**src/logic/noc_flit_pkg.sv**
```systemverilog
/*
  Network flit layout for the outbound request channel. Holds field widths,
  message codes and the packed records that travel down the write chain.
  Compile this package before tile_cfg_pkg, which sizes its fields from it.
*/
package noc_flit_pkg;

  ////////////////////////////////////////////////////////////////////////////
  // widths
  ////////////////////////////////////////////////////////////////////////////

  localparam int noc_data_width   = 64;
  localparam int phys_addr_width  = 40;
  localparam int noc_strb_width   = noc_data_width / 8;
  // header field widths, openpiton layout
  localparam int noc_chipid_width = 14;
  localparam int noc_x_width      = 8;
  localparam int noc_y_width      = 8;
  localparam int noc_fbits_width  = 4;
  localparam int msg_len_width    = 8;
  localparam int msg_type_width   = 8;
  localparam int msg_tag_width    = 8;

  // store request message code
  localparam logic [msg_type_width-1:0] msg_write = 8'd15;
  // flits after the header: address, source, data
  localparam logic [msg_len_width-1:0]  req_len   = 8'd3;

  ////////////////////////////////////////////////////////////////////////////
  // records
  ////////////////////////////////////////////////////////////////////////////

  typedef struct packed {
    logic [noc_chipid_width-1:0] chipid;
    logic [noc_x_width-1:0]      xpos;
    logic [noc_y_width-1:0]      ypos;
  } noc_src_id_t;

  // lite write request as it arrives
  typedef struct packed {
    logic [phys_addr_width-1:0] addr;
    logic [noc_data_width-1:0]  data;
    logic [noc_strb_width-1:0]  strb;
  } wr_req_t;

  // queued record, address already aligned
  typedef struct packed {
    logic [msg_tag_width-1:0]   tag;
    logic [phys_addr_width-1:0] addr;
    logic [noc_data_width-1:0]  data;
    logic [noc_strb_width-1:0]  strb;
  } wr_rec_t;

  // header flit, msb first; low six bits stay zero
  typedef struct packed {
    logic [noc_chipid_width-1:0] dst_chipid;
    logic [noc_x_width-1:0]      dst_xpos;
    logic [noc_y_width-1:0]      dst_ypos;
    logic [noc_fbits_width-1:0]  fbits;
    logic [msg_len_width-1:0]    len;
    logic [msg_type_width-1:0]   msg_type;
    logic [msg_tag_width-1:0]    tag;
    logic [5:0]                  rsvd;
  } noc_hdr_t;

endpackage

```
**src/logic/tile_cfg_pkg.sv**
```systemverilog
/*
  Where this tile sits on the network and where its writes go.
  Also holds the default sizes the top level hands to its submodules.
  Field widths come from noc_flit_pkg, so compile that package first.
*/
package tile_cfg_pkg;

  ////////////////////////////////////////////////////////////////////////////
  // memory controller destination
  ////////////////////////////////////////////////////////////////////////////

  // off-chip memory, so top bit of chip id set
  localparam logic [noc_flit_pkg::noc_chipid_width-1:0] mem_chipid =
    {1'b1, {(noc_flit_pkg::noc_chipid_width-1){1'b0}}};
  localparam logic [noc_flit_pkg::noc_x_width-1:0]      mem_xpos   = '0;
  localparam logic [noc_flit_pkg::noc_y_width-1:0]      mem_ypos   = '0;

  ////////////////////////////////////////////////////////////////////////////
  // final routing codes
  ////////////////////////////////////////////////////////////////////////////

  // memory port on the destination router
  localparam logic [noc_flit_pkg::noc_fbits_width-1:0] fbits_mem  = 4'b0010;
  // vector tile port, returned in the source flit
  localparam logic [noc_flit_pkg::noc_fbits_width-1:0] fbits_tile = 4'b0110;

  ////////////////////////////////////////////////////////////////////////////
  // default sizes
  ////////////////////////////////////////////////////////////////////////////

  // top bit after 32k cycles, enough for on-chip sram init
  localparam int wake_cnt_width_default = 16;
  // queued write records
  localparam int fifo_depth_default     = 4;

endpackage

```
**src/logic/irq_sync.sv**
```systemverilog
/*
  Two-flop synchronizers for the asynchronous interrupt and debug levels.
  Each output follows its input two clock edges later.
*/
`timescale 1ns/1ps

module irq_sync (
  input  logic       clk_i,
  input  logic       reset_l,
  input  logic [1:0] irq_i,
  input  logic       ipi_i,
  input  logic       time_irq_i,
  input  logic       debug_req_i,
  output logic [1:0] irq_o,
  output logic       ipi_o,
  output logic       time_irq_o,
  output logic       debug_req_o
);

  // all five lines share one pair of stages
  logic [4:0] lines;
  logic [4:0] meta_q;
  logic [4:0] sync_q;

  assign lines = {irq_i, ipi_i, time_irq_i, debug_req_i};

  always_ff @(posedge clk_i or negedge reset_l) begin
    if (!reset_l) begin
      meta_q <= '0;
      sync_q <= '0;
    end else begin
      meta_q <= lines;
      sync_q <= meta_q;
    end
  end

  // unpack in the same order
  assign {irq_o, ipi_o, time_irq_o, debug_req_o} = sync_q;

endmodule

```
**src/logic/noc_write_serializer.sv**
```systemverilog
/*
  Turns each queued write record into four request flits on the outbound
  network channel: header, address with strobe, source, data.
  A flit holds steady until the network takes it.
*/
`timescale 1ns/1ps

module noc_write_serializer (
  input  logic                                    clk_i,
  input  logic                                    tile_rst_l_i,
  input  logic                                    empty_i,
  input  noc_flit_pkg::wr_rec_t                   rec_i,
  output logic                                    pop_o,
  input  noc_flit_pkg::noc_src_id_t               src_id_i,
  output logic                                    noc2_valid_o,
  output logic [noc_flit_pkg::noc_data_width-1:0] noc2_data_o,
  input  logic                                    noc2_ready_i
);

  // zero fill above the strobe and below the source fbits
  localparam int addr_pad = noc_flit_pkg::noc_data_width - noc_flit_pkg::phys_addr_width
                          - noc_flit_pkg::noc_strb_width;
  localparam int src_pad  = noc_flit_pkg::noc_data_width
                          - $bits(noc_flit_pkg::noc_src_id_t)
                          - noc_flit_pkg::noc_fbits_width;

  logic                  busy_q;
  logic [1:0]            flit_cnt_q;
  logic                  flit_acc;
  logic                  last_acc;
  noc_flit_pkg::wr_rec_t rec_q;
  noc_flit_pkg::noc_hdr_t hdr;

  assign flit_acc = busy_q & noc2_ready_i;
  assign last_acc = flit_acc & (flit_cnt_q == 2'd3);
  // next record as the last flit goes, or when idle
  assign pop_o = ~empty_i & (~busy_q | last_acc);
  assign noc2_valid_o = busy_q;

  ////////////////////////////////////////////////////////////////////////////
  // flit sequencing
  ////////////////////////////////////////////////////////////////////////////

  always_ff @(posedge clk_i or negedge tile_rst_l_i) begin
    if (!tile_rst_l_i) begin
      busy_q     <= 1'b0;
      flit_cnt_q <= 2'd0;
    end else begin
      if (pop_o) begin
        busy_q     <= 1'b1;
        flit_cnt_q <= 2'd0;
      end else if (last_acc) begin
        busy_q <= 1'b0;
      end else if (flit_acc) begin
        flit_cnt_q <= flit_cnt_q + 2'd1;
      end
    end
  end

  always_ff @(posedge clk_i) begin
    if (pop_o) begin
      rec_q <= rec_i;
    end
  end

  ////////////////////////////////////////////////////////////////////////////
  // flit contents
  ////////////////////////////////////////////////////////////////////////////

  always_comb begin
    hdr            = '0;
    hdr.dst_chipid = tile_cfg_pkg::mem_chipid;
    hdr.dst_xpos   = tile_cfg_pkg::mem_xpos;
    hdr.dst_ypos   = tile_cfg_pkg::mem_ypos;
    hdr.fbits      = tile_cfg_pkg::fbits_mem;
    hdr.len        = noc_flit_pkg::req_len;
    hdr.msg_type   = noc_flit_pkg::msg_write;
    hdr.tag        = rec_q.tag;
  end

  always_comb begin
    case (flit_cnt_q)
      2'd0:    noc2_data_o = hdr;
      2'd1:    noc2_data_o = {{addr_pad{1'b0}}, rec_q.strb, rec_q.addr};
      2'd2:    noc2_data_o = {src_id_i, tile_cfg_pkg::fbits_tile, {src_pad{1'b0}}};
      default: noc2_data_o = rec_q.data;
    endcase
  end

endmodule

```
**src/logic/tile_noc_top.sv**
```systemverilog
/*
  Network interface of the vector tile. Gates the wake-up reset,
  synchronizes the interrupt lines and runs the write chain from the lite
  request port to the outbound request channel.
*/
`timescale 1ns/1ps

module tile_noc_top #(
  parameter int wake_cnt_width = tile_cfg_pkg::wake_cnt_width_default,
  parameter int fifo_depth     = tile_cfg_pkg::fifo_depth_default
) (
  input  logic                                    clk_i,
  input  logic                                    reset_l,
  output logic                                    tile_rst_l_o,
  // interrupts, async in, synced out
  input  logic [1:0]                              irq_i,
  input  logic                                    ipi_i,
  input  logic                                    time_irq_i,
  input  logic                                    debug_req_i,
  output logic [1:0]                              irq_o,
  output logic                                    ipi_o,
  output logic                                    time_irq_o,
  output logic                                    debug_req_o,
  // own network coordinates
  input  noc_flit_pkg::noc_src_id_t               src_id_i,
  // lite write request
  input  logic                                    wr_valid_i,
  input  noc_flit_pkg::wr_req_t                   wr_req_i,
  output logic                                    wr_ready_o,
  // outbound request channel
  output logic                                    noc2_valid_o,
  output logic [noc_flit_pkg::noc_data_width-1:0] noc2_data_o,
  input  logic                                    noc2_ready_i
);

  logic                  tile_rst_l;
  logic                  push;
  logic                  pop;
  logic                  fifo_full;
  logic                  fifo_empty;
  noc_flit_pkg::wr_rec_t cap_rec;
  noc_flit_pkg::wr_rec_t head_rec;

  assign tile_rst_l_o = tile_rst_l;

  ////////////////////////////////////////////////////////////////////////////
  // reset and interrupts
  ////////////////////////////////////////////////////////////////////////////

  tile_reset_gate #(
    .wake_cnt_width (wake_cnt_width)
  ) u_rst_gate (
    .clk_i        (clk_i),
    .reset_l      (reset_l),
    .tile_rst_l_o (tile_rst_l)
  );

  irq_sync u_irq_sync (
    .clk_i       (clk_i),
    .reset_l     (reset_l),
    .irq_i       (irq_i),
    .ipi_i       (ipi_i),
    .time_irq_i  (time_irq_i),
    .debug_req_i (debug_req_i),
    .irq_o       (irq_o),
    .ipi_o       (ipi_o),
    .time_irq_o  (time_irq_o),
    .debug_req_o (debug_req_o)
  );

  ////////////////////////////////////////////////////////////////////////////
  // write chain, all on the gated reset
  ////////////////////////////////////////////////////////////////////////////

  wr_req_capture u_capture (
    .clk_i        (clk_i),
    .tile_rst_l_i (tile_rst_l),
    .wr_valid_i   (wr_valid_i),
    .wr_req_i     (wr_req_i),
    .wr_ready_o   (wr_ready_o),
    .fifo_full_i  (fifo_full),
    .push_o       (push),
    .rec_o        (cap_rec)
  );

  wr_req_fifo #(
    .fifo_depth (fifo_depth)
  ) u_fifo (
    .clk_i        (clk_i),
    .tile_rst_l_i (tile_rst_l),
    .push_i       (push),
    .rec_i        (cap_rec),
    .full_o       (fifo_full),
    .pop_i        (pop),
    .empty_o      (fifo_empty),
    .rec_o        (head_rec)
  );

  noc_write_serializer u_serializer (
    .clk_i        (clk_i),
    .tile_rst_l_i (tile_rst_l),
    .empty_i      (fifo_empty),
    .rec_i        (head_rec),
    .pop_o        (pop),
    .src_id_i     (src_id_i),
    .noc2_valid_o (noc2_valid_o),
    .noc2_data_o  (noc2_data_o),
    .noc2_ready_i (noc2_ready_i)
  );

endmodule

```
**src/logic/tile_reset_gate.sv**
```systemverilog
/*
  Holds the tile in reset after the external reset is released, so that
  on-chip memories finish their init, then synchronizes the release.
  Assertion of reset passes straight through.
*/
`timescale 1ns/1ps

module tile_reset_gate #(
  parameter int wake_cnt_width
) (
  input  logic clk_i,
  input  logic reset_l,
  output logic tile_rst_l_o
);

  ////////////////////////////////////////////////////////////////////////////
  // wake-up counter
  ////////////////////////////////////////////////////////////////////////////

  logic [wake_cnt_width-1:0] wake_cnt_d;
  logic [wake_cnt_width-1:0] wake_cnt_q;
  logic                      gate_l;
  logic                      sync_q1;
  logic                      sync_q2;

  // saturate once the top bit is set
  assign wake_cnt_d = wake_cnt_q[wake_cnt_width-1] ? wake_cnt_q : wake_cnt_q + 1'b1;

  always_ff @(posedge clk_i or negedge reset_l) begin
    if (!reset_l) begin
      wake_cnt_q <= '0;
    end else begin
      wake_cnt_q <= wake_cnt_d;
    end
  end

  // gated reset before sync
  assign gate_l = wake_cnt_q[wake_cnt_width-1] & reset_l;

  ////////////////////////////////////////////////////////////////////////////
  // reset synchronizer
  ////////////////////////////////////////////////////////////////////////////

  // async assert, two-flop release
  always_ff @(posedge clk_i or negedge reset_l) begin
    if (!reset_l) begin
      sync_q1 <= 1'b0;
      sync_q2 <= 1'b0;
    end else begin
      sync_q1 <= gate_l;
      sync_q2 <= sync_q1;
    end
  end

  assign tile_rst_l_o = sync_q2;

endmodule

```
**src/logic/wr_req_capture.sv**
```systemverilog
/*
  Accepts lite write requests one at a time, aligns the address to the
  flit and tags each request, then hands the record to the queue.
  A held record blocks new requests until the queue takes it.
*/
`timescale 1ns/1ps

module wr_req_capture (
  input  logic                  clk_i,
  input  logic                  tile_rst_l_i,
  input  logic                  wr_valid_i,
  input  noc_flit_pkg::wr_req_t wr_req_i,
  output logic                  wr_ready_o,
  input  logic                  fifo_full_i,
  output logic                  push_o,
  output noc_flit_pkg::wr_rec_t rec_o
);

  // byte offset bits inside one flit
  localparam int off_bits = $clog2(noc_flit_pkg::noc_strb_width);

  logic                                   active_q;
  logic                                   full_q;
  logic                                   accept;
  logic [noc_flit_pkg::msg_tag_width-1:0] tag_q;
  noc_flit_pkg::wr_rec_t                  rec_q;

  // hand off whenever the queue has room
  assign push_o = full_q & ~fifo_full_i;
  // empty, or emptying this cycle
  assign wr_ready_o = active_q & (~full_q | push_o);
  assign accept = wr_valid_i & wr_ready_o;

  ////////////////////////////////////////////////////////////////////////////
  // control
  ////////////////////////////////////////////////////////////////////////////

  always_ff @(posedge clk_i or negedge tile_rst_l_i) begin
    if (!tile_rst_l_i) begin
      active_q <= 1'b0;
      full_q   <= 1'b0;
      tag_q    <= '0;
    end else begin
      active_q <= 1'b1;
      if (accept) begin
        full_q <= 1'b1;
        tag_q  <= tag_q + 1'b1;
      end else if (push_o) begin
        full_q <= 1'b0;
      end
    end
  end

  // payload, only loaded on accept
  always_ff @(posedge clk_i) begin
    if (accept) begin
      rec_q.tag  <= tag_q;
      rec_q.addr <= {wr_req_i.addr[noc_flit_pkg::phys_addr_width-1:off_bits],
                     {off_bits{1'b0}}};
      rec_q.data <= wr_req_i.data;
      rec_q.strb <= wr_req_i.strb;
    end
  end

  assign rec_o = rec_q;

endmodule

```
**src/logic/wr_req_fifo.sv**
```systemverilog
/*
  Circular buffer of tagged write records between capture and serializer.
  The head record is always visible on rec_o; pop advances past it.
*/
`timescale 1ns/1ps

module wr_req_fifo #(
  parameter int fifo_depth
) (
  input  logic                  clk_i,
  input  logic                  tile_rst_l_i,
  input  logic                  push_i,
  input  noc_flit_pkg::wr_rec_t rec_i,
  output logic                  full_o,
  input  logic                  pop_i,
  output logic                  empty_o,
  output noc_flit_pkg::wr_rec_t rec_o
);

  // pointer needs at least one bit
  localparam int ptr_width = (fifo_depth > 1) ? $clog2(fifo_depth) : 1;
  localparam int cnt_width = $clog2(fifo_depth + 1);

  noc_flit_pkg::wr_rec_t mem_q [fifo_depth];
  logic [ptr_width-1:0]  wr_ptr_q;
  logic [ptr_width-1:0]  rd_ptr_q;
  logic [cnt_width-1:0]  count_q;
  logic                  do_push;
  logic                  do_pop;

  assign full_o  = (count_q == cnt_width'(fifo_depth));
  assign empty_o = (count_q == '0);
  assign do_push = push_i & ~full_o;
  assign do_pop  = pop_i & ~empty_o;

  ////////////////////////////////////////////////////////////////////////////
  // pointers and occupancy
  ////////////////////////////////////////////////////////////////////////////

  always_ff @(posedge clk_i or negedge tile_rst_l_i) begin
    if (!tile_rst_l_i) begin
      wr_ptr_q <= '0;
      rd_ptr_q <= '0;
      count_q  <= '0;
    end else begin
      // wrap at depth, not at a power of two
      if (do_push) begin
        wr_ptr_q <= (wr_ptr_q == ptr_width'(fifo_depth - 1)) ? '0 : wr_ptr_q + 1'b1;
      end
      if (do_pop) begin
        rd_ptr_q <= (rd_ptr_q == ptr_width'(fifo_depth - 1)) ? '0 : rd_ptr_q + 1'b1;
      end
      // simultaneous push and pop leave count alone
      if (do_push && !do_pop) begin
        count_q <= count_q + 1'b1;
      end else if (do_pop && !do_push) begin
        count_q <= count_q - 1'b1;
      end
    end
  end

  // storage
  always_ff @(posedge clk_i) begin
    if (do_push) begin
      mem_q[wr_ptr_q] <= rec_i;
    end
  end

  assign rec_o = mem_q[rd_ptr_q];

endmodule

```
**config.mk**
```make
export PLATFORM = sky130hd
export DESIGN_NAME = tile_noc_top
export DESIGN_NICKNAME = d
export VERILOG_FILES = /design/src/logic/noc_flit_pkg.sv /design/src/logic/tile_cfg_pkg.sv /design/src/logic/irq_sync.sv /design/src/logic/noc_write_serializer.sv /design/src/logic/tile_noc_top.sv /design/src/logic/tile_reset_gate.sv /design/src/logic/wr_req_capture.sv /design/src/logic/wr_req_fifo.sv
export SDC_FILE = /design/constraint.sdc
export NUM_CORES = 1
export LEC_CHECK = 0
export BUFFER_PORTS_ARGS = -buffer_cell sky130_fd_sc_hd__buf_2
export CAP_MARGIN = 20
export CORE_MARGIN = 4
export CORE_UTILIZATION = 59
export DETAILED_ROUTE_END_ITERATION = 16
export PLACE_DENSITY = 0.79
export SLEW_MARGIN = 20
export SYNTH_ARGS = -nofsm -noshare
export SYNTH_HDL_FRONTEND = slang
export SYNTH_SLANG_ARGS = --single-unit
```
**constraint.sdc**
```tcl
create_clock -name clk_i -period 1.9 [get_ports clk_i]
set_input_delay 0.095 -clock clk_i [delete_from_list [all_inputs] [get_ports clk_i]]
set_output_delay 0.095 -clock clk_i [all_outputs]
set_load 0.05 [all_outputs]
```
Word level (Yosys, flattened, before mapping)
Memory sizes are Yosys's and may differ from the RTL's. A register that Yosys moved wholly into a read port is not among the register bits.
Cells that the tools add are included.

cells by class
  muxes and demuxes = 15
  $add $sub $neg = 7
  bitwise logic cells = 15
  equal/unequal tests = 7
  reductions and logical operators = 11

operators by type and width
  cell                   count
  $pmux 64 s3            1
  $add 16x1->16 const B  1
  $mux 16                1
  $mux 2                 5
  $and 1x1->1            9
  $add 8x1->8 const B    1
  $eq 2x2->1 const B     4
  $reduce_bool 2->1      4
  $add 2x1->2 const B    3
  $mux 1                 6
  $mux 3                 2
  $not 1->1              4
  $add 3x1->3 const B    1
  $eq 3x3->1 const B     1
  $logic_not 3->1        1
  $sub 3x1->3 const B    1
  $eq 2x1->1 const B     1
  $logic_and 1x1->1      2
  $logic_not 1->1        2
  $logic_not 2->1        1
  $ne 2x2->1 const B     1
  $or 1x1->1             2
  $reduce_and 2->1       1

storage, ports and cells
  register bits after elaboration = 205
  input bits = 151
  memory bits (writable) = 468
  memories = 1

memories
  memory        depth  bits a word  rd ports  clocked after Yosys merged registers in  write ports  RTL line           source
  u_fifo.mem_q  4      117          1         1                                        1            wr_req_fifo.sv:24  noc_flit_pkg::wr_rec_t mem_q [fifo_depth];

Depth between registers and ports, before layout
Gate-level depths: netlist of run 1.

  depth in word-level cells = 8
  gate-level depth with buffers = 10
  gate-level depth less buffers = 10

By module
From an unflattened synthesis of run 1, not the netlist that was laid out.

unflattened totals
  cells, all modules = 1,186
  area, all modules = 27,604.0 um^2

by module, submodules not included
  module                sequential area each (um^2)  cells each  area an instance (um^2)  times used
  wr_req_fifo           14,589.0                     664         17,785.8                 1
  noc_write_serializer  3,678.5                      290         4,772.1                  1
  wr_req_capture        3,763.6                      158         4,001.3                  1
  tile_reset_gate       450.4                        64          794.5                    1
  irq_sync              250.2                        10          250.2                    1

Worst setup path before layout of run 1
OpenSTA, ideal clock, no wires.

  path kind = flip-flop to flip-flop
  start point = register u_serializer.flit_cnt_q[1]
  end point = register u_fifo.count_q[1]
  period minus slack after synthesis = 8.012 ns
  cell stages (with the launch flop) = 9
  setup slack = -6.112 ns
  data arrival time = 7.887 ns
  cell sequence = dfrtp_1 > ha_1 > nand2_1 > a21oi_1 > inv_1 > ha_1 > inv_1 > fa_1 > mux2_2

between the ends
  longest elaborated chain between the ends = 8
  elaborated cells between the ends (all ways) = 10
  those cells by class = eq/ne (1); mux (1); bitwise (4); reduce/logical (4)

RTL lines
  what                                         RTL line                    source
  start, declared                              noc_write_serializer.sv:28  logic [1:0] flit_cnt_q;
  start signal, assigned                       noc_write_serializer.sv:55  flit_cnt_q <= flit_cnt_q + 2'd1;
  $eq 2x2->1 *                                 noc_write_serializer.sv:35  assign last_acc = flit_acc & (flit_cnt_q == 2'd3);
  $and 1x1->1 *                                noc_write_serializer.sv:35
  $or 1x1->1 *                                 noc_write_serializer.sv:37  assign pop_o = ~empty_i & (~busy_q | last_acc);
  $and 1x1->1 *                                noc_write_serializer.sv:37
  via pop                                      tile_noc_top.sv:38          logic pop;
  $and 1x1->1 *                                wr_req_fifo.sv:34           assign do_pop = pop_i & ~empty_o;
  $logic_not 1->1                              wr_req_fifo.sv:54           if (do_push && !do_pop) begin
  $logic_and 1x1->1                            wr_req_fifo.sv:54
  $mux 3 or $reduce_bool 2->1 (tied branches)  -
  end signal, assigned                         wr_req_fifo.sv:55           count_q <= count_q + 1'b1;
  end signal, assigned                         wr_req_fifo.sv:57           count_q <= count_q - 1'b1;
  end, declared                                wr_req_fifo.sv:27           logic [cnt_width-1:0] count_q;

Mark *: on every way through the listed nets, which the timed path passes. The rest lies on a longest branch.
A chain may end at the register's enable or synchronous reset.

Worst setup path in the final report of run 1
  start point = register u_serializer.flit_cnt_q[1]
  end point = output noc2_data_o[37] in the netlist's numbering

between the ends
  longest elaborated chain between the ends = 2
  elaborated cells between the ends (all ways) = 4
  those cells by class = eq/ne (2); mux (1); reduce/logical (1)

RTL lines
  what                                      RTL line                    source
  $eq 2x2->1, or another cell as far along  noc_write_serializer.sv:82  case (flit_cnt_q)
  $pmux 64 s3 *                             noc_write_serializer.sv:82
  end, declared                             tile_noc_top.sv:32          output logic [noc_flit_pkg::noc_data_width-1:0] noc2_data_o,

Mark *: on every way between the ends. The rest lies on a longest branch, timed or not.

==> metrics.txt, run 1 <==
Final #Nets=1,801; number of global-route vias before repair=14,300; Setup CP Type=reg2out; Rows=77; drt pass-1 iters=5; Synth Net Count=1,332; drt drc=0; area share of the largest cell type after synthesis=78.48%; Clock Path Buffers=3; Fillers=~2,200; commonest cells in the netlist=edfxtp_1 (702), mux4_2 (117), dfrtp_1 (48), nand2_1 (47), o21ai_0 (35); RSZ-0062 raised after global routing=yes; gr usage total=24.24%; CP Max Fanout=8; Max Freq=approximately 430 MHz; I/O pins=223; Place WS=-0.05959 ns; root buffer cell=clkbuf_16; CTS Buf Count=74; first-pass GRT wire length=89,090 um; DR vias=between 10,000 and 15,000; Core Region=44,610 sq um; crit share post-route=123.0%; share of cells above drive strength 1=between 30% and 40%; crit path cell chain=buf_6 -> buf_6 -> ha_4 -> buf_12 -> buf_12 -> buf_6 -> o21ai_4 -> buf_6; Seq/Total Area, Yosys=82.95%; Max Cap Viol=0; drt wl/cell=27.59 um; status=complete, but fails checks; Most common cell on crit path=buf_6; CP max-delay cell=dfrtp_1; number of vias per cell=roughly 6.0; final setup fails=66; final core occ=77.66%; minimum clock period=2.338 ns; failing checks=negative setup slack; Top delay family on crit path=buffers and inverters; number of distinct library cells after synthesis=38; top post-synthesis cells by area=edfxtp_1 (78%), mux4_2 (9.8%), dfrtp_1 (4.5%); Max stage delay on crit path=0.39 ns; starting density of the core=60.22%; GRT Residual Overflow=0; dpl hpwl=30,740 um; Slew Limit Fails=0; Startpoint Class=register; die height=221.4 um; clk_lat worst skew=0.62 ns; Syn-to-layout area delta=28.97%; Die ar.=49,000 sq um; Max H-tree Level=3; clk slew on worst S/H paths=around 0.060 ns; worst clock skew=0.03440 ns; Yosys Warn Count=0; Die X-Extent=221.4 um; clock sink total=750; Top Metal Used=met5; Fin. Hold Viols=0; most frequent cell after synthesis=edfxtp_1; design area=34,640 sq um; total routed wirelength=63,090 um; Routed Antenna Nets=0; syn avg cell area=23.02 sq um; WP buf/inv=6; pwr dens=between 1500 and 2000 nW/um^2; drt first-iter violations=1,300; initial antenna violation count=5; Yosys reg bits=750; routed wl met2=about 34,000 um; met3 WL=4407 um; CP required=1.80 ns; WL met1=between 20,000 and 25,000 um; Post-Synthesis Cell Area=~27,000 sq um; Post-synth EDFFs=702; ys flop type=edfxtp_1; TritonCTS clock tree=yes; IO buf count=between 200 and 250; pin count of the biggest net entering global routing=69; DP Area=slightly below 30,000 sq um; setup TNS=-23.22 ns; Syn Inst Count=1,167; Async SR Flop Fraction=roughly 6.4%; P_leak=12.03 nW; area leader, netlist=edfxtp_1; setup slack after layout=-0.4379 ns; Worst EP arrival=2.24 ns; maximum vdd drop=1.619 mV; Crit. End Element=output port; Hold Path Class=in2async; GPL Wtd Cong=~0.74
## kinds of logic (layout without fill, tap and decap cells)
group	count (synthesis)	in the layout	share of synthesized area, %
buffers and inverters	57	583	1.048
adders and majority gates	14	14	0.6801
other	1	3	0.01396
xor gates and xnor gates	25	25	0.8152
DFF	750	750	82.95
muxes	125	125	10.14
AOI/OAI and AO/OA	94	94	2.338
and+or+nand+nor	101	101	2.012
## flip-flops by register name, summed over array words and instances, names as in the netlist, 2 cells and up
name,cells
u_rst_gate.wake_cnt_q,16
u_serializer.hdr,8
u_fifo.count_q,3
u_irq_sync.meta_q,5
u_fifo.rd_ptr_q,2
u_capture.tag_q,8
u_fifo.mem_q,468
u_capture.rec_o,117
u_fifo.wr_ptr_q,2
u_serializer.flit_cnt_q,2
u_serializer.rec_q,109
u_irq_sync.sync_q,5
## cells in the final DEF, fill, tap and decap left out, types with 12 or more instances in the layout
| master | Yosys | routed |
|---|---|---|
| buf_6 | 1 | 65 |
| buf_8 | 0 | 15 |
| a22o_1 | 26 | 23 |
| o21ai_4 | 0 | 17 |
| nand2_2 | 0 | 15 |
| buf_2 | 12 | 154 |
| xor2_1 | 19 | 19 |
| edfxtp_1 | 702 | 702 |
| clkbuf_1 | 13 | 20 |
| dlygate4sd3_1 | 0 | 117 |
| nand2_1 | 47 | 23 |
| buf_4 | 12 | 36 |
| buf_12 | 0 | 48 |
| clkbuf_16 | 0 | 81 |
| dfrtp_1 | 48 | 45 |
| mux4_2 | 117 | 117 |
| a22oi_2 | 0 | 16 |
| clkinv_1 | 0 | 12 |
## worst min-delay path, delay by kind of cell
| family | cells | cell delay (ns) |
|---|---|---|
| buf+inv | 3 | 0.95 |
## per-stage QoR
stage	hold WS (ns)	total power [W]	cells
3_5_place_dp	0.1525	0.03575	1995
2_1_floorplan	-0.2006	0.03105	1167
3_3_place_gp	0.1492	0.03535	1995
5_1_grt	0.08530	0.05610	2286
4_1_cts	0.06382	0.05265	2267
6_report	0.06120	0.05426	2287
## worst paths after layout
kind                                            startpoint                   endpoint  slack, ns  cells past startpoint
min in group clk_i                                   ipi_i       u_irq_sync.meta_q[2]       0.15                      2
worst min register to register     u_rst_gate.tile_rst_l_o         u_fifo.rd_ptr_q[1]       0.23                      1
max in group asynchronous          u_rst_gate.tile_rst_l_o  u_serializer.noc2_valid_o       1.43                      1
worst max-delay path            u_serializer.flit_cnt_q[1]            noc2_data_o[37]      -0.44                      8
worst max register to register  u_serializer.flit_cnt_q[1]          u_fifo.count_q[2]      -0.09                     12
worst min-delay path                               reset_l   u_rst_gate.wake_cnt_q[9]       0.06                      3
## metal layers
metal | global-route usage [%] | vias up
met3 | 5.155 | 122
met4 | 8.919 | 4
met2 | 41.43 | 664
met1 | 31.26 | 7098
met5 | 0 | -
li1 | - | 5739
## power breakdown
group	total, W	internal [W]	switching, W
clock	0.0146	0.00843	0.00618
combinational	0.0175	0.00784	0.00967
sequential	0.0221	0.0210	0.00109
## cell type report
class | instances | area [sq um] | area share (%)
multi-input combinational | 360 | 4888 | 14.11
clock buffer | 97 | 2002 | 5.779
tap | 592 | 740.7 | 2.138
clock inverter | 36 | 397.9 | 1.149
inverter | 9 | 33.78 | 0.09752
antenna | 2 | 5.005 | 0.01445
timing repair buffer | 441 | 4285 | 12.37
sequential | 750 | 22290 | 64.34
## timing repair
action	CTS	global route
hold buffers	117	0
gates cloned	2	5
hold endpoints to repair	150	0
pin swaps	11	26
resized for setup	225	95
buffers inserted	20	15
setup endpoints to repair	66	97
(Power assumes the default switching activity.)
==> run 2, diff against run 1 <==
--- a/config.mk
+++ b/config.mk
@@ -7,6 +7,7 @@
 export LEC_CHECK = 0
 export BUFFER_PORTS_ARGS = -buffer_cell sky130_fd_sc_hd__buf_2
 export CAP_MARGIN = 20
+export CORE_ASPECT_RATIO = 1.25
 export CORE_MARGIN = 4
 export CORE_UTILIZATION = 59
 export DETAILED_ROUTE_END_ITERATION = 16
==> metrics.txt, run 2 (same netlist as run 1, synthesis figures left out) <==
maximum vdd drop=1.225 mV (-24%); Most common cell on crit path=buf_4; pwr dens=1561 nW/um^2 (-0.34%); crit path cell chain=buf_4 -> ha_4 -> buf_12 -> buf_4 -> a22oi_1 -> o21ai_2 -> buf_6; Startpoint Class=register; most frequent cells in the layout=edfxtp_1 (702), buf_2 (154), dlygate4sd3_1 (118), mux4_2 (117), clkbuf_16 (77); pin count of the biggest net entering global routing=63 (-8.7%); final setup fails=67 (+1.5%); GR Layer Usage met1=33.24% (+2.0 points); flop2flop setup slack=-0.31 ns (-0.22 ns); Fillers=2,162 (+0.046%); die height=246.6 um (+11%); root buffer cell=clkbuf_16; Final #Nets=1,804 (+0.17%); Syn-to-layout area delta=28.43%; clock sink total=750 (unchanged); drt first-iter violations=1,493 (+15%); total routed wirelength=67,680 um (+7.3%); Max Freq=418.5 MHz (-2.2%); clk slew on worst S/H paths=0.06 ns (about the same); drt drc=0 (unchanged); number of flip-flops in the largest register=468 (unchanged); setup slack after layout=-0.4896 ns (-0.05173 ns); Core Region=45,070 sq um (+1.0%); first-pass GRT wire length=92,340 um (+3.6%); Fin. Hold Viols=0 (unchanged); I/O pins=223 (unchanged); clk_lat worst skew=0.61 ns (about the same); Slew @ Worst Pin=0.5266 ns; Max Cap Viol=0 (unchanged); Worst EP arrival=2.29 ns (+0.05 ns); Max stage delay on crit path=0.43 ns (+0.04 ns); Max H-tree Level=3 (unchanged); dpl hpwl=31,280 um (+1.7%); worst clock skew=0.02890 ns (-0.005498 ns); GRT met2 Usage=43.12% (+1.7 points); Die X-Extent=198.8 um (-10%); Rows=87 (+13%); CP Max Fanout=5 (-3); CP required=1.80 ns (about the same); failing checks=negative setup slack; starting density of the core=59.60% (-0.61 points); gr usage total=25.73% (+1.5 points); final hold slack=0.07004 ns (+0.008841 ns); Clock Path Buffers=3 (unchanged); IO buf count=219 (unchanged); Setup CP Type=reg2out; minimum clock period=2.390 ns (+0.05173 ns); DR vias=14,090 (+3.4%); Routed Antenna Nets=0 (unchanged); GPL Wtd Cong=0.7585 (+2.0%); CP max-delay cell=dfrtp_1; number of global-route vias before repair=14,670 (+2.6%); share of cells above drive strength 1=37.54% (-1.2 points); RSZ-0062 raised after global routing=yes; initial antenna violation count=5 (unchanged); Place WS=-0.1366 ns (-0.07697 ns); number of vias per cell=6.208 (+4.2%); Slew Limit Fails=0 (unchanged); met3 Resource Use GR=3.994% (-1.2 points); CTS Buf Count=69 (-6.8%); drt wl/cell=29.82 um (+8.1%); crit share post-route=125.8% (+2.7 points); commonest non-fill, non-tap cell in the layout=edfxtp_1; P_leak=11.94 nW (-0.76%); R2R depth=10 (-2); gr busiest metal=met2; drt pass-1 iters=7 (+2); Max-slew headroom=64.89%; Die ar.=49,030 sq um (about the same); Crit. End Element=output port; FF-to-FF Start=u_serializer.flit_cnt_q[1]; GRT Residual Overflow=0 (unchanged); Largest Register=u_fifo.mem_q; status=complete, but fails checks; Reg2Reg Capture Point=u_fifo.count_q[1]; TritonCTS clock tree=yes; Hold Path Class=in2async
==> run 2: metal layers <==
| layer | share of wire, % | wire length (um) |
|---|---|---|
| met3 | 7.0 | 4747 |
| met5 | 0.031 | 21 |
| met1 | 35 | 23830 |
| met2 | 53 | 36080 |
| met4 | 4.4 | 3004 |
==> run 2: layout make-up <==
| type | count | area, sq um | share of cell area, % |
|---|---|---|---|
| flip-flops and latches | 750 | 22290 | 64.62 |
| multi-input cells | 360 | 4801 | 13.92 |
| repair buffers | 449 | 4553 | 13.20 |
| clock buffers | 84 | 1826 | 5.292 |
| well taps | 578 | 723.2 | 2.096 |
| clock inverters | 37 | 259.0 | 0.7508 |
| inverters | 9 | 36.28 | 0.1052 |
| diodes | 3 | 7.507 | 0.02176 |
==> run 2: worst max-delay path by stage <==
| stage | to | cells after the start | start | slack, ns |
|---|---|---|---|---|
| 2_1_floorplan | u_fifo.count_q[1] | 8 | u_serializer.flit_cnt_q[1] | -2.01 |
| 3_3_place_gp | noc2_data_o[18] | 5 | u_serializer.flit_cnt_q[1] | -0.05 |
| 3_5_place_dp | noc2_data_o[62] | 7 | u_serializer.flit_cnt_q[0] | -0.14 |
| 4_1_cts | noc2_data_o[48] | 7 | u_serializer.flit_cnt_q[0] | -0.36 |
| 5_1_grt | noc2_data_o[43] | 7 | u_serializer.flit_cnt_q[1] | -0.53 |
| 6_report | noc2_data_o[43] | 7 | u_serializer.flit_cnt_q[1] | -0.49 |
==> run 2: where the power goes <==
part	internal [W]	switching, W	leakage (nW)
registers	0.0210	0.00119	7.02
logic	0.00833	0.0100	3.90
clock network	0.00716	0.00609	1.01
total	0.0365	0.0173	11.9
==> run 2: repair_timing <==
item	CTS	global route
setup buffers	14	18
hold buffers	118	0
endpoints found under the setup margin	67	659
endpoints found under the hold margin	150	0
pin swaps	12	18
cloned	7	6
resized for setup	222	70
==> run 2: worst max-delay path, delay by kind of cell, from the launching register on <==
| family | cells | cell delay, ns |
|---|---|---|
| compound gates | 2 | 0.43 |
| fa+ha+maj | 1 | 0.18 |
| buf+inv | 4 | 0.66 |
| flops | 1 | 0.43 |
==> run 2: through the flow <==
| step | utilization [%] | total power, W | TNS (ns) | std cells | instance area, sq um |
|---|---|---|---|---|---|
| after global routing | 76.55 | 0.05553 | -27.17 | 2270 | 34500 |
| final | 76.55 | 0.05385 | -23.51 | 2270 | 34500 |
| after CTS | 75.10 | 0.05174 | -18.43 | 2244 | 33840 |
| after detailed placement | 65.67 | 0.03610 | -3.192 | 1984 | 29590 |
| after floorplan | - | 0.03105 | -636.60 | 1167 | 26890 |
| after global placement | 65.67 | 0.03564 | -1.175 | 1984 | 29590 |
==> run 3, diff against run 2 <==
--- a/config.mk
+++ b/config.mk
@@ -5,13 +5,14 @@
 export SDC_FILE = /design/constraint.sdc
 export NUM_CORES = 1
 export LEC_CHECK = 0
+export ABC_CLOCK_PERIOD_IN_PS = 2970
 export BUFFER_PORTS_ARGS = -buffer_cell sky130_fd_sc_hd__buf_2
 export CAP_MARGIN = 20
 export CORE_ASPECT_RATIO = 1.25
 export CORE_MARGIN = 4
-export CORE_UTILIZATION = 59
+export CORE_UTILIZATION = 64
 export DETAILED_ROUTE_END_ITERATION = 16
-export PLACE_DENSITY = 0.79
+export PLACE_DENSITY = 0.85
 export SLEW_MARGIN = 20
 export SYNTH_ARGS = -nofsm -noshare
 export SYNTH_HDL_FRONTEND = slang
==> constraint.sdc (replaced) <==
create_clock -name clk_i -period 2.97 [get_ports clk_i]
set_input_delay 0.1485 -clock clk_i [delete_from_list [all_inputs] [get_ports clk_i]]
set_output_delay 0.1485 -clock clk_i [all_outputs]
set_load 0.05 [all_outputs]
==> metrics.txt, run 3 (same netlist as run 1, synthesis figures left out) <==
dpl hpwl=30,110 um (-3.7%); Place WS=0.6554 ns (+0.7919 ns); Slew Limit Fails=0 (unchanged); CTS Buf Count=69 (unchanged); Largest Register=u_fifo.mem_q; Max-slew headroom=48.53% (-16 points); die height=237.0 um (-3.9%); Sw Pwr=0.009665 W (-44%); Sw Ratio=31.19% (-0.97 points); Die X-Extent=191.2 um (-3.8%); Routed Antenna Nets=0 (unchanged); number of global-route vias before repair=13,990 (-4.7%); share of cells above drive strength 1=31.06% (-6.5 points); P_int=0.02133 W (-42%); R2R depth=4 (-6); Max Cap Viol=0 (unchanged); maximum vdd drop=0.6492 mV (-47%); commonest non-fill, non-tap cell in the layout=edfxtp_1; most frequent cells in the layout=edfxtp_1 (702), buf_2 (219), mux4_2 (117), dlygate4sd3_1 (117), clkbuf_16 (73); IO buf count=219 (unchanged); clk slew on worst S/H paths=0.06 ns (about the same); placed cell count=1,928 (-2.8%); drt drc=0 (unchanged); final core occ=78.25% (+1.7 points); clock sink total=750 (unchanged); worst clock skew=0.02849 ns (-0.0004070 ns); status=finished clean; Fin. Hold Viols=0 (unchanged); CP max-delay cell=dfrtp_1; Die ar.=45,330 sq um (-7.5%); Max stage delay on crit path=0.46 ns (+0.03 ns); RSZ-0062 raised after global routing=no; DR vias=13,050 (-7.4%); Hold Path Class=in2async; flop2flop setup slack=0.60 ns (+0.91 ns); Setup CP Type=reg2out; Worst EP arrival=2.62 ns (+0.33 ns); Slew @ Worst Pin=0.7721 ns (+0.2455 ns); GPL Wtd Cong=0.7154 (-5.7%); Reg2Reg Capture Point=u_fifo.mem_q[1][109]; CP Max Fanout=11 (+6); pin count of the biggest net entering global routing=122 (+94%); first-pass GRT wire length=86,880 um (-5.9%); final setup fails=0 (-100%); root buffer cell=clkbuf_16; gr usage total=26.11% (+0.38 points); crit path cell chain=inv_1 -> ha_2 -> buf_4 -> a22oi_1 -> o21ai_0 -> buf_2; drt pass-1 iters=5 (-2); number of flip-flops in the largest register=468 (unchanged); total routed wirelength=57,900 um (-14%); TritonCTS clock tree=yes; Max H-tree Level=3 (unchanged); post_cts resized=0 (-100%); P_leak=11.17 nW (-6.4%); GRT Residual Overflow=0 (unchanged); FF-to-FF Start=u_fifo.count_q[0]; crit share post-route=~93%; initial antenna violation count=4 (-1); Final #Nets=1,729 (-4.2%); DP Area=28,950 sq um (-2.2%); final non-filler cell total=2,172 (-4.3%); Max Freq=360.6 MHz; Flop pwr share=46.0% (+4.7 points); drt first-iter violations=1,158 (-22%); design area=32,340 sq um (-6.2%); starting density of the core=64.99% (+5.4 points); Logic pwr share=25.8% (-8.3 points); clk_lat worst skew=0.60 ns (about the same); Core Region=41,330 sq um (-8.3%); Startpoint Class=register; pwr dens=958.2 nW/um^2 (-39%); Clk pwr share=28.2% (+3.6 points); Crit. End Element=output port; Syn-to-layout area delta=20.41%; CP required=2.82 ns (+1.02 ns); Clock Path Buffers=3 (unchanged); minimum clock period=about 2.8 ns; I/O pins=223 (unchanged); number of vias per cell=6.008 (-3.2%); setup slack after layout=0.1968 ns (+0.6864 ns); drt wl/cell=26.66 um (-11%); Rows=83 (-4.6%)
-- run 3: cell types whose count changed in the layout (fill, tap and decap cells not counted), sizes merged --
cell         before  now
buf             325  257
bufinv            2    4
clkinv           29   23
clkinvlp          2    3
diode             3    4
dlygate4sd3     118  117
inv              13   12
-- run 3: what timing repair did --
action                    in CTS  in global routing
hold endpoints to repair     144                  0
setup buffers                  0                  0
hold buffers                 117                  0
-- run 3: worst max path at each step --
stage               cells after the start  slack (ns)                  startpoint                  end
detailed placement                      4        0.66           u_fifo.count_q[0]  u_fifo.mem_q[1][71]
finish                                  6        0.20  u_serializer.flit_cnt_q[1]      noc2_data_o[10]
global route                            6        0.07  u_serializer.flit_cnt_q[0]      noc2_data_o[12]
global placement                        4        0.73           u_fifo.count_q[0]  u_fifo.mem_q[0][71]
floorplan                               8       -0.98  u_serializer.flit_cnt_q[1]    u_fifo.count_q[1]
CTS                                     6        0.13  u_serializer.flit_cnt_q[0]      noc2_data_o[12]
-- run 3: final cells by class --
class	count	area [sq um]
fillers	2093	8989
clock buffers	90	1921
clock inverters	33	292.8
inverters	9	33.78
flip-flops and latches	750	22290
well taps	552	690.7
multi-input cells	360	4342
diodes	4	10.01
repair buffers	374	2765
-- run 3: power groups by stage --
stage | Combinational [W] | Clock [W] | Sequential, W
final | 0.00801 | 0.00873 | 0.0143
after detailed placement | 0.00784 | 0 | 0.0144
after CTS | 0.00806 | 0.00874 | 0.0142
after floorplan | 0.00583 | 0 | 0.0140
after global placement | 0.00770 | 0 | 0.0143
after global routing | 0.00847 | 0.00930 | 0.0144
-- run 3: metrics by stage --
step | total power (W) | setup TNS [ns] | hold slack (ns)
2_1_floorplan | 0.01987 | -20.96 | -0.1471
3_3_place_gp | 0.02197 | 0 | 0.1870
3_5_place_dp | 0.02224 | 0 | 0.2007
4_1_cts | 0.03103 | 0 | 0.1121
5_1_grt | 0.03215 | 0 | 0.1976
6_report | 0.03099 | 0 | 0.1229
-- run 3: critical path, delay by kind of cell (launching register included) --
family	cells	cell delay, ns
AO/OA/AOI/OAI	2	0.54
adder cells (fa/ha/maj)	1	0.30
buffers and inverters	3	0.73
flip-flops	1	0.46
-- run 3: layer usage --
layer / track usage (%) / share of wire, % / vias to the layer above
li1: - / - / 5578
met1: 32.85 / 35 / 6731
met2: 46.33 / 55 / 626
met3: 4.025 / 6.6 / 113
met4: 9.776 / 3.0 / 2
met5: 0 / 0.022 / -
